--- config.mk ---
export PLATFORM = sky130hd
export DESIGN_NAME = fetch_queue_top
export DESIGN_NICKNAME = d
export VERILOG_FILES = /design/src/design/fetch_queue_pkg.sv /design/src/design/fetch_queue_top.sv /design/src/design/issue_stage.sv /design/src/design/fetch_capture.sv /design/src/design/sync_fifo.sv /design/src/design/sdp_ram.sv
export SDC_FILE = /design/constraint.sdc
export NUM_CORES = 1
export LEC_CHECK = 0
export BUFFER_PORTS_ARGS = -buffer_cell sky130_fd_sc_hd__buf_2
export CORE_ASPECT_RATIO = 0.9
export CORE_UTILIZATION = 40
export DETAILED_ROUTE_END_ITERATION = 12
export PLACE_DENSITY = 0.67
export SLEW_MARGIN = 10
export SYNTH_ARGS = -nofsm -noshare
export SYNTH_HDL_FRONTEND = slang
export SYNTH_SLANG_ARGS = --single-unit
export TNS_END_PERCENT = 20
--- constraint.sdc ---
create_clock -name clk -period 6.33 [get_ports clk]
set_input_delay 1.266 -clock clk [delete_from_list [all_inputs] [get_ports clk]]
set_output_delay 1.266 -clock clk [all_outputs]
set_load 0.05 [all_outputs]
--- src/design/fetch_queue_pkg.sv ---
// ==================================================
// fetch queue shared definitions
// widths, entry layout and control-flow opcodes
// ==================================================

`default_nettype none

package fetch_queue_pkg;

  // ==================================================
  // widths
  // ==================================================

  // pc and instruction width
  parameter int unsigned XLEN = 32;

  // program counter
  typedef logic [XLEN-1:0] pc_t;

  // raw instruction word
  typedef logic [XLEN-1:0] instr_t;

  // one queue entry, pc in upper half, instruction in lower half
  typedef logic [2*XLEN-1:0] entry_t;

  // saturating drop counter
  typedef logic [7:0] drop_cnt_t;

  // ==================================================
  // control-flow opcodes
  // ==================================================

  // conditional branches
  localparam logic [6:0] OPC_BRANCH = 7'b1100011;
  // jump and link
  localparam logic [6:0] OPC_JAL    = 7'b1101111;
  // jump and link register
  localparam logic [6:0] OPC_JALR   = 7'b1100111;

endpackage : fetch_queue_pkg

`default_nettype wire
--- src/design/fetch_queue_top.sv ---
// ==================================================
// instruction fetch queue top level
// capture stage, FIFO and issue stage
// ==================================================

`timescale 1ns/1ps
`default_nettype none

module fetch_queue_top #(
  parameter int unsigned  QUEUE_DEPTH = 8,
  parameter bit           BYPASS_EN   = 1'b1,
  localparam int unsigned CNT_W       = $clog2(QUEUE_DEPTH + 1)
) (
  input  wire logic                      clk,
  input  wire logic                      rst_n,
  // fetch source
  input  wire logic                      fetch_valid_i,
  input  wire fetch_queue_pkg::pc_t      fetch_pc_i,
  input  wire fetch_queue_pkg::instr_t   fetch_instr_i,
  // control
  input  wire logic                      redirect_i,
  input  wire logic                      issue_en_i,
  // towards decode
  output logic                           issue_valid_o,
  output fetch_queue_pkg::pc_t           issue_pc_o,
  output fetch_queue_pkg::instr_t        issue_instr_o,
  output logic                           issue_ctrl_o,
  // status
  output logic [CNT_W-1:0]               queue_usage_o,
  output fetch_queue_pkg::drop_cnt_t     drop_cnt_o
);

  // capture to FIFO
  logic                    push;
  fetch_queue_pkg::entry_t push_data;
  logic                    full;
  // FIFO to issue
  logic                    pop;
  logic                    empty;
  fetch_queue_pkg::entry_t head_data;
  // issued entry before the split
  fetch_queue_pkg::entry_t issue_data;

  // ==================================================
  // stages
  // ==================================================

  fetch_capture u_capture (
    .clk           (clk),
    .rst_n         (rst_n),
    .redirect_i    (redirect_i),
    .fetch_valid_i (fetch_valid_i),
    .fetch_pc_i    (fetch_pc_i),
    .fetch_instr_i (fetch_instr_i),
    .full_i        (full),
    .push_o        (push),
    .push_data_o   (push_data),
    .drop_cnt_o    (drop_cnt_o)
  );

  // redirect flushes the queue as well
  sync_fifo #(
    .DEPTH     (QUEUE_DEPTH),
    .BYPASS_EN (BYPASS_EN)
  ) u_fifo (
    .clk         (clk),
    .rst_n       (rst_n),
    .flush_i     (redirect_i),
    .push_i      (push),
    .push_data_i (push_data),
    .pop_i       (pop),
    .head_data_o (head_data),
    .empty_o     (empty),
    .full_o      (full),
    .usage_o     (queue_usage_o)
  );

  issue_stage u_issue (
    .clk           (clk),
    .rst_n         (rst_n),
    .redirect_i    (redirect_i),
    .issue_en_i    (issue_en_i),
    .empty_i       (empty),
    .head_data_i   (head_data),
    .pop_o         (pop),
    .issue_valid_o (issue_valid_o),
    .issue_data_o  (issue_data),
    .issue_ctrl_o  (issue_ctrl_o)
  );

  // ==================================================
  // entry split
  // ==================================================

  // pc upper half, instruction lower half
  assign issue_pc_o    = issue_data[2*fetch_queue_pkg::XLEN-1:fetch_queue_pkg::XLEN];
  assign issue_instr_o = issue_data[fetch_queue_pkg::XLEN-1:0];

endmodule : fetch_queue_top

`default_nettype wire

--- src/design/issue_stage.sv ---
// ==================================================
// issue stage
// pops the queue head towards decode and flags
// control-flow instructions
// ==================================================

`timescale 1ns/1ps
`default_nettype none

module issue_stage (
  input  wire logic                     clk,
  input  wire logic                     rst_n,
  input  wire logic                     redirect_i,
  // decode enable level
  input  wire logic                     issue_en_i,
  // queue side
  input  wire logic                     empty_i,
  input  wire fetch_queue_pkg::entry_t  head_data_i,
  output logic                          pop_o,
  // towards decode
  output logic                          issue_valid_o,
  output fetch_queue_pkg::entry_t       issue_data_o,
  output logic                          issue_ctrl_o
);

  // instruction half of the head entry
  fetch_queue_pkg::instr_t head_instr;
  logic [6:0]              head_opcode;
  // head is a branch or jump
  logic                    head_ctrl;

  // ==================================================
  // pop
  // ==================================================

  // redirect blocks the pop, head may be stale
  assign pop_o = issue_en_i && !empty_i && !redirect_i;

  // ==================================================
  // predecode
  // ==================================================

  assign head_instr  = head_data_i[fetch_queue_pkg::XLEN-1:0];
  assign head_opcode = head_instr[6:0];

  // branch, jal and jalr count as control flow
  assign head_ctrl = (head_opcode == fetch_queue_pkg::OPC_BRANCH) ||
                     (head_opcode == fetch_queue_pkg::OPC_JAL)    ||
                     (head_opcode == fetch_queue_pkg::OPC_JALR);

  // ==================================================
  // output register
  // ==================================================

  // one-cycle strobe per popped entry
  always_ff @(posedge clk or negedge rst_n) begin
    if (!rst_n) begin
      issue_valid_o <= 1'b0;
    end else begin
      issue_valid_o <= pop_o;
    end
  end

  // payload and flag, only meaningful with the strobe
  always_ff @(posedge clk) begin
    if (pop_o) begin
      issue_data_o <= head_data_i;
      issue_ctrl_o <= head_ctrl;
    end
  end

endmodule : issue_stage

`default_nettype wire

--- src/design/fetch_capture.sv ---
// ==================================================
// fetch capture stage
// registers fetch strobes, pushes them into the queue
// and counts pairs dropped on a full queue
// ==================================================

`timescale 1ns/1ps
`default_nettype none

module fetch_capture (
  input  wire logic                      clk,
  input  wire logic                      rst_n,
  input  wire logic                      redirect_i,
  // fetch source, one strobe per pair
  input  wire logic                      fetch_valid_i,
  input  wire fetch_queue_pkg::pc_t      fetch_pc_i,
  input  wire fetch_queue_pkg::instr_t   fetch_instr_i,
  // queue side
  input  wire logic                      full_i,
  output logic                           push_o,
  output fetch_queue_pkg::entry_t        push_data_o,
  // status
  output fetch_queue_pkg::drop_cnt_t     drop_cnt_o
);

  // pending pair from last cycle
  logic                       pending_q;
  fetch_queue_pkg::entry_t    entry_q;
  fetch_queue_pkg::drop_cnt_t drop_cnt_q;

  // pending pair that has to go somewhere this cycle
  logic live;
  logic drop;

  // ==================================================
  // capture register
  // ==================================================

  // flag follows the strobe, so a redirect leaves
  // only the pair arriving with it
  always_ff @(posedge clk or negedge rst_n) begin
    if (!rst_n) begin
      pending_q <= 1'b0;
    end else begin
      pending_q <= fetch_valid_i;
    end
  end

  // payload, pc on top
  always_ff @(posedge clk) begin
    if (fetch_valid_i) begin
      entry_q <= {fetch_pc_i, fetch_instr_i};
    end
  end

  // ==================================================
  // push or drop
  // ==================================================

  // redirect kills the pending pair
  assign live = pending_q && !redirect_i;

  // no room, pair is lost
  assign drop = live && full_i;

  assign push_o      = live && !full_i;
  assign push_data_o = entry_q;

  // saturating drop counter
  always_ff @(posedge clk or negedge rst_n) begin
    if (!rst_n) begin
      drop_cnt_q <= '0;
    end else if (drop && (drop_cnt_q != '1)) begin
      drop_cnt_q <= drop_cnt_q + 1'b1;
    end
  end

  assign drop_cnt_o = drop_cnt_q;

endmodule : fetch_capture

`default_nettype wire

--- src/design/sync_fifo.sv ---
// ==================================================
// synchronous FIFO on a simple dual-port RAM
// wrapping pointers, occupancy count, flush and
// optional bypass around an empty queue
// ==================================================

`timescale 1ns/1ps
`default_nettype none

module sync_fifo #(
  parameter int unsigned  DEPTH     = 8,
  parameter bit           BYPASS_EN = 1'b1,
  localparam int unsigned ADDR_W    = $clog2(DEPTH),
  localparam int unsigned CNT_W     = $clog2(DEPTH + 1)
) (
  input  wire logic                     clk,
  input  wire logic                     rst_n,
  input  wire logic                     flush_i,
  // write side, caller checks full
  input  wire logic                     push_i,
  input  wire fetch_queue_pkg::entry_t  push_data_i,
  // read side, caller checks empty
  input  wire logic                     pop_i,
  output fetch_queue_pkg::entry_t       head_data_o,
  // status
  output logic                          empty_o,
  output logic                          full_o,
  output logic [CNT_W-1:0]              usage_o
);

  // last valid ram address, wrap point
  localparam logic [ADDR_W-1:0] LAST_ADDR = ADDR_W'(DEPTH - 1);

  // ==================================================
  // state
  // ==================================================

  logic [ADDR_W-1:0] rd_ptr_q;
  logic [ADDR_W-1:0] rd_ptr_n;
  logic [ADDR_W-1:0] wr_ptr_q;
  logic [ADDR_W-1:0] wr_ptr_n;
  logic [CNT_W-1:0]  count_q;
  logic [CNT_W-1:0]  count_n;

  // queue has nothing stored
  logic ram_empty;
  // push goes straight to the head, bypassing storage
  logic bypass;

  fetch_queue_pkg::entry_t ram_rdata;

  assign ram_empty = (count_q == '0);
  assign bypass    = BYPASS_EN && ram_empty && push_i;

  // ==================================================
  // storage
  // ==================================================

  // read address runs one step ahead so data lands with the pointer
  sdp_ram #(
    .DEPTH (DEPTH)
  ) u_ram (
    .clk     (clk),
    .we_i    (push_i),
    .waddr_i (wr_ptr_q),
    .wdata_i (push_data_i),
    .raddr_i (rd_ptr_n),
    .rdata_o (ram_rdata)
  );

  // ==================================================
  // status and head
  // ==================================================

  assign usage_o     = count_q;
  assign full_o      = (count_q == CNT_W'(DEPTH));
  assign empty_o     = ram_empty && !bypass;
  assign head_data_o = bypass ? push_data_i : ram_rdata;

  // ==================================================
  // next pointers and count
  // ==================================================

  always_comb begin
    rd_ptr_n = rd_ptr_q;
    wr_ptr_n = wr_ptr_q;
    count_n  = count_q;

    if (bypass && pop_i) begin
      // pushed entry consumed in flight, nothing moves
      count_n = count_q;
    end else begin
      // write pointer advance, wraps for non power of two depths
      if (push_i) begin
        wr_ptr_n = (wr_ptr_q == LAST_ADDR) ? '0 : wr_ptr_q + 1'b1;
      end
      // read pointer advance
      if (pop_i) begin
        rd_ptr_n = (rd_ptr_q == LAST_ADDR) ? '0 : rd_ptr_q + 1'b1;
      end
      // occupancy, push plus pop cancels out
      case ({push_i, pop_i})
        2'b10:   count_n = count_q + 1'b1;
        2'b01:   count_n = count_q - 1'b1;
        default: count_n = count_q;
      endcase
    end
  end

  // ==================================================
  // registers
  // ==================================================

  always_ff @(posedge clk or negedge rst_n) begin
    if (!rst_n) begin
      rd_ptr_q <= '0;
      wr_ptr_q <= '0;
      count_q  <= '0;
    end else if (flush_i) begin
      // redirect, drop everything queued
      rd_ptr_q <= '0;
      wr_ptr_q <= '0;
      count_q  <= '0;
    end else begin
      rd_ptr_q <= rd_ptr_n;
      wr_ptr_q <= wr_ptr_n;
      count_q  <= count_n;
    end
  end

endmodule : sync_fifo

`default_nettype wire

--- src/design/sdp_ram.sv ---
// ==================================================
// simple dual-port RAM
// one write port, one registered write-first read port
// ==================================================

`timescale 1ns/1ps
`default_nettype none

module sdp_ram #(
  parameter int unsigned DEPTH = 8,
  localparam int unsigned ADDR_W = $clog2(DEPTH)
) (
  input  wire logic                     clk,
  // write port
  input  wire logic                     we_i,
  input  wire logic [ADDR_W-1:0]        waddr_i,
  input  wire fetch_queue_pkg::entry_t  wdata_i,
  // read port
  input  wire logic [ADDR_W-1:0]        raddr_i,
  output fetch_queue_pkg::entry_t       rdata_o
);

  // storage array, no reset on contents
  fetch_queue_pkg::entry_t mem [DEPTH];

  // write side
  always_ff @(posedge clk) begin
    if (we_i) begin
      mem[waddr_i] <= wdata_i;
    end
  end

  // read side, registered
  // collision returns the word being written this cycle
  always_ff @(posedge clk) begin
    if (we_i && (waddr_i == raddr_i)) begin
      rdata_o <= wdata_i;
    end else begin
      rdata_o <= mem[raddr_i];
    end
  end

endmodule : sdp_ram

`default_nettype wire

==> results.py, run 1 <==
metrics = {
    "logic_synthesis": {
        "synth_edf_count": 641,
        "synthCells": 1139,
        "ys_seq_elements": 664,
        "ys_types": 38,
        "syn-num-nets": 1215,
        "synth_top_area_share_pct": 77.5,
        "synthMostInstantiatedCell": "edfxtp_1",
        "async_flop_share_pct": 3.01,
        "yosysSeqAreaShare_pct": 79.7,
        "synth_warnings": 0,
        "synth.cell_area_um2": 24800,
        "synthFlopType": "edfxtp_1",
        "synthTopCellsByCount": "edfxtp_1, mux4_2, mux2i_1",
        "syn_area_per_cell_um2": 21.8,
        "netlist_top_cells_area": "edfxtp_1, mux4_2, mux2i_1, dfrtp_1, a21oi_1",
        "yosysTopAreaCell": "edfxtp_1",
    },
    "worst_setup_path": {
        "path_buf_inv": 2,
        "worstSetupEndpoint": "u_fifo.u_ram.mem[0][49]",
        "worstPathRequired_ps": 6580,
        "worst_setup_path_start_kind": "input port",
        "path_class": "in2reg",
        "reg2reg_to": "u_issue.issue_ctrl_o",
        "cp-end-kind": "register",
        "cp_top_family": "simple AND/OR/NAND/NOR gates",
        "cpMaxStageDelayCell": "nor3_4",
        "crit_path_max_incr_delay_ps": 900,
        "timing.critical_path.mode_cell": "nand2b_1",
        "cp_max_fo": 25,
        "r2r_slack_ps": 3290,
        "cp.arrival_ps": 3740,
        "crit_path_start": "redirect_i",
        "r2r_cells": 6,
        "cp_num_cells": 6,
        "crit_path_cell_trace": "buf_2, nand2b_1, a21oi_1, nand2b_1, nor3_4, buf_4",
    },
    "detailed_routing": {
        "drt_wl_total_mm": 47.5,
        "num_vias": 11200,
        "drc": 0,
        "drt_iter0_drc": 856,
        "viasPerCell": 5.19,
        "dr.pass1.iters": 7,
        "routedWlPerCell_um": 21.9,
        "ant_nets": 0,
    },
    "pwr": {
        "switching_share_pct": 22.2,
        "p_clk_share_pct": 40.0,
        "switching_power_w": 0.00217,
        "ir_worst_vdd_mv": 0.162,
        "comb_power_share_pct": 6.7,
        "fin_total_pwr_w": 0.00979,
        "p_leak_nw": 9.28,
        "pwr-share-seq_pct": 53.3,
        "internal_power_w": 0.00762,
        "powerDensity_nw_per_um2": 340,
    },
    "placement": {
        "portBuffers": 146,
        "place_hpwl_mm": 26.2,
        "dpl-instance-area_um2": 26600,
        "gp_congestion": 0.734,
    },
    "die": {
        "die_w_um": 265,
        "rows": 86,
        "die-area_um2": 63100,
        "io_pins": 147,
        "coreArea_um2": 61300,
        "start_util_pct": 40.5,
        "fp.dieH_um": 238,
    },
    "cts": {
        "cts_sinks": 664,
        "clockRootBuffer": "clkbuf_16",
        "post_cts_buffers": 0,
        "numCtsBuffers": 68,
        "ctsHoldBuffers": 0,
        "cts_tree": "done",
        "cts_resized": 0,
        "clk_path_buf_depth": 3,
        "cts_max_level": 3,
        "worst_skew_pair.late_latency_ps": 600,
        "cts.clk_slew.worst_paths_ps": 60,
    },
    "worst_hold_path": {
        "hold_path_class": "reg2reg",
    },
    "final_layout": {
        "fillerInstances": 5037,
        "diodes": 0,
        "final_area_um2": 28800,
        "area_growth_pct": 15.9,
        "fin_nets": 1396,
        "drive_above_1_share_pct": 29.7,
    },
    "global_route": {
        "grt_first_pass_wirelength_mm": 72.9,
        "antenna_found_initial": 0,
        "grt_use_total_pct": 15.5,
        "grt_pass1_vias": 12000,
        "gr-total-overflow": 0,
        "grt_max_degree": 91,
    },
    "timing": {
        "slew_viol_final": 0,
        "max_slew_margin_pct": 28.4,
        "rsz0062_at_grt": "false",
        "fmax_mhz": 287,
        "period_minus_slack_ps": 3490,
        "finalSetupViolCount": 0,
        "fin_skew_ps": 19.3,
        "finalHoldViolCount": 0,
        "min_period_over_period_pct": 55.1,
        "tightest_slew_ps": 1070,
    },
    "status": {
        "outcome": "complete, no violations",
    },
    "flow_run": {
        "drv_cap": 0,
    },
}
-- layout by cell type, fill, tap and decap left out, drive strengths merged --
cell type	instances
edfxtp	641
buf	163
mux4	124
clkbuf	85
mux2i	82
nor2	77
a21oi	61
clkinv	28
dfrtp	20
inv	12
mux2	9
ha	7
nand2	6
bufinv	6
nor2b	5
xnor2	5
xor2	5
nor3	5
nand2b	4
nand3	4
o21ai	3
dfxtp	3
or3	2
and2	2
a31oi	2
or4b	1
a21boi	1
and4b	1
a211o	1
and3	1
and4	1
a311oi	1
o21a	1
a211oi	1
a21o	1
nand3b	1
clkinvlp	1
-- worst min-delay path by stage --
stage / from / end / slack, ps / depth (start not counted)
after detailed placement: u_capture.drop_cnt_o[5] / u_capture.drop_cnt_o[5] / 480 / 1
after floorplan: u_fifo.rd_ptr_q[1] / register / 490 / 1
final: u_capture.drop_cnt_o[5] / u_capture.drop_cnt_o[5] / 490 / 1
after global routing: u_capture.drop_cnt_o[5] / u_capture.drop_cnt_o[5] / 520 / 1
after global placement: u_capture.drop_cnt_o[5] / u_capture.drop_cnt_o[5] / 470 / 1
after CTS: u_capture.drop_cnt_o[5] / u_capture.drop_cnt_o[5] / 490 / 1
-- cell type report --
cell class                 count  area, um2  area share, %
inverter                       9       33.8          0.117
clock inverter                38        373           1.29
sequential                   664      19800           68.8
timing repair buffer         163        923           3.21
clock buffer                  85       1820           6.31
tap                          792        991           3.44
multi-input combinational    414       4840           16.8
-- metrics by stage --
| stage | setup WS (ps) | utilization (%) | std cells | hold WS, ps | TNS (ps) |
|---|---|---|---|---|---|
| final | 2840 | 47.0 | 2165 | 491 | 0 |
| after global routing | 2680 | 47.0 | 2165 | 515 | 0 |
| after CTS | 2810 | 47.0 | 2165 | 490 | 0 |
| after detailed placement | 2200 | 43.4 | 2042 | 480 | 0 |
| after global placement | 2250 | 43.4 | 2042 | 471 | 0 |
| after floorplan | -327 | - | 1139 | 490 | -20910 |
-- sequential cells by signal, indices dropped and copies added (netlist names), 3 cells and up, named ones only --
register               cells
u_fifo.u_ram.mem         512
u_capture.push_data_o     64
u_issue.issue_data_o      64
u_capture.drop_cnt_o       8
u_fifo.usage_o             4
u_fifo.rd_ptr_q            3
u_fifo.wr_ptr_q            3
-- worst register-to-register path: stages (launching register included) --
cell,delay [ps]
dfxtp_4,960
buf_12,640
mux2i_1,190
mux4_2,520
mux2i_1,200
and4b_1,240
and3_1,150
-- layer usage --
layer	routed length [um]	vias up	GRT usage [%]
li1	-	5027	-
met1	21400	5840	21.8
met2	22700	289	24.5
met3	2270	88	3.18
met4	1030	0	4.33
met5	0	-	0
-- power by group through the flow --
stage | registers (W) | clock network, W | logic [W]
2_1_floorplan | 0.00534 | 0 | 0.000406
3_3_place_gp | 0.00530 | 0 | 0.000662
3_5_place_dp | 0.00531 | 0 | 0.000670
4_1_cts | 0.00522 | 0.00402 | 0.000672
5_1_grt | 0.00524 | 0.00418 | 0.000715
6_report | 0.00522 | 0.00392 | 0.000656
-- cells by family after synthesis --
kind of cell    count (synthesis)  share of synthesized area (%)
compound gates                 72                           1.53
mux                           215                           15.0
simple gates                  110                           1.95
xor+xnor                       10                          0.353
flops                         664                           79.7
fa+ha+maj                       7                          0.353
buf+inv                        61                           1.11
Note: power is estimated with default switching activity, not from simulation.
==> inputs of run 2 (changes only) <==
--- a/config.mk
+++ b/config.mk
@@ -9,7 +9,7 @@
 export CORE_ASPECT_RATIO = 0.9
 export CORE_UTILIZATION = 40
 export DETAILED_ROUTE_END_ITERATION = 12
-export PLACE_DENSITY = 0.67
+export PLACE_DENSITY = 0.69
 export SLEW_MARGIN = 10
 export SYNTH_ARGS = -nofsm -noshare
 export SYNTH_HDL_FRONTEND = slang
==> constraint.sdc (replaced) <==
create_clock -name clk -period 2.95 [get_ports clk]
set_input_delay 0.59 -clock clk [delete_from_list [all_inputs] [get_ports clk]]
set_output_delay 0.59 -clock clk [all_outputs]
set_load 0.05 [all_outputs]
==> results.py, run 2 (synthesized netlist as in run 1, its figures left out) <==
metrics = {
    "placement": {
        "place_hpwl_mm": 26.7,
        "portBuffers": 146,
        "gp_congestion": 0.725,
        "post-place-ws_ps": 55.2,
    },
    "timing": {
        "tightest_slew_ps": 638,
        "slew_viol_final": 0,
        "holdWs_ps": 152,
        "min_period_over_period_pct": 95.2,
        "setup_tns_ps": 0,
        "fmax_mhz": 356,
        "fin_skew_ps": 23.7,
        "layout_setup_ws_ps": 142,
        "max_slew_margin_pct": 57.2,
        "finalHoldViolCount": 0,
        "finalSetupViolCount": 0,
        "rsz0062_at_grt": "false",
        "period_minus_slack_ps": 2810,
    },
    "detailed_routing": {
        "drc": 0,
        "dr.pass1.iters": 5,
        "num_vias": 11400,
        "drt_wl_total_mm": 48.8,
        "drt_iter0_drc": 980,
        "viasPerCell": 5.24,
        "ant_nets": 0,
        "routedWlPerCell_um": 22.3,
    },
    "final_layout": {
        "mostFrequentLayoutCells": "edfxtp_1, buf_2, mux4_2, mux2i_1, clkbuf_16",
        "fin_nets": 1413,
        "area_growth_pct": 17.6,
        "drive_above_1_share_pct": 30.8,
        "largest_reg_flops": 512,
        "registers.top_by_ff_count": "u_fifo.u_ram.mem",
        "finish.utilization_pct": 47.6,
        "diodes": 0,
        "mostFrequentLayoutCell": "edfxtp_1",
    },
    "worst_setup_path": {
        "crit_path_start": "u_fifo.usage_o[2]",
        "worstPathRequired_ps": 3430,
        "worst_setup_path_start_kind": "register",
        "path_class": "reg2reg",
        "r2r_start": "u_fifo.usage_o[2]",
        "cp_max_fo": 6,
        "cp-end-kind": "register",
        "cp.arrival_ps": 3290,
    },
    "global_route": {
        "antenna_found_initial": 0,
        "grt_pass1_vias": 12200,
        "grt_first_pass_wirelength_mm": 75.1,
        "gr-total-overflow": 0,
        "grt_use_total_pct": 15.9,
        "grt_max_degree": 65,
    },
    "die": {
        "io_pins": 147,
        "die-area_um2": 63100,
        "coreArea_um2": 61300,
        "rows": 86,
        "start_util_pct": 40.5,
        "fp.dieH_um": 238,
        "die_w_um": 265,
    },
    "worst_hold_path": {
        "hold_path_class": "in2reg",
        "hold_path_startpoint": "fetch_pc_i[23]",
    },
    "pwr": {
        "powerDensity_nw_per_um2": 728,
        "p_leak_nw": 9.45,
        "fin_total_pwr_w": 0.0213,
        "ir_worst_vdd_mv": 0.450,
    },
    "cts": {
        "clk_path_buf_depth": 3,
        "clockRootBuffer": "clkbuf_16",
        "cts_tree": "done",
        "worst_skew_pair.late_latency_ps": 600,
        "post_cts_buffers": 0,
        "cts_sinks": 664,
        "cts.clk_slew.worst_paths_ps": 60,
        "cts_max_level": 3,
        "numCtsBuffers": 70,
    },
    "flow_run": {
        "drv_cap": 0,
    },
    "status": {
        "outcome": "complete, no violations",
    },
}
[run 2: changes by cell type in the layout (fill, tap and decap cells not counted), sizes merged]
cell and change:
dlygate4sd3 +1, inv +2, clkbuf +5, clkinvlp -1
clkinv -3, buf +14
[run 2: cell type report]
cell class / instances / area, um2
fill: 4968 / 32100
sequential: 664 / 19800
multi-input combinational: 414 / 4870
clock buffer: 90 / 1890
timing repair buffer: 178 / 1250
tap: 792 / 991
clock inverter: 36 / 349
inverter: 9 / 33.8
[run 2: routing by layer]
metal / track usage (%) / vias up / routed length, um
li1: - / 5066 / -
met1: 21.9 / 5985 / 21100
met5: 0 / - / 0
met2: 25.8 / 317 / 23900
met4: 4.33 / 0 / 903
met3: 3.54 / 71 / 2850
[run 2: report_power, final]
group / internal [W] / leakage, nW / switching, W
clock: 0.00508 / 1.10 / 0.00350
combinational: 0.000630 / 2.21 / 0.000925
sequential: 0.0109 / 6.14 / 0.000276
[run 2: worst max-delay path: stages, from the launching register on]
cell and delay (ps):
dfrtp_2 450, or4b_2 700, a21boi_0 170, nand2b_4 180, inv_1 70, ha_1 270, o21a_1 130, nor2_1 80
nor3_1 60, a211oi_2 220, mux2_2 350
[run 2: worst paths after layout]
check                                                  to  slack [ps]  cells past startpoint
max in group asynchronous               u_fifo.usage_o[2]        2120                      2
worst max-delay path                    u_fifo.usage_o[3]         140                     10
worst min register to register    u_capture.drop_cnt_o[5]         490                      1
worst max register to register          u_fifo.usage_o[3]         140                     10
worst min-delay path            u_capture.push_data_o[55]         150                      1
min in group asynchronous         u_capture.drop_cnt_o[4]         480                      2
[run 2: metrics by stage]
stage,cells,area (um2)
after CTS,2183,29200
after detailed placement,2056,27000
after global placement,2056,27000
final,2183,29200
after global routing,2183,29200
after floorplan,1139,24900
[run 2: what timing repair did]
| item | 4_1_cts | 5_1_grt |
|---|---|---|
| hold buffers | 1 | 0 |
| setup endpoints to repair | 0 | 1 |
| endpoints found under the hold margin | 20 | 0 |
| gates resized for setup | 0 | 3 |
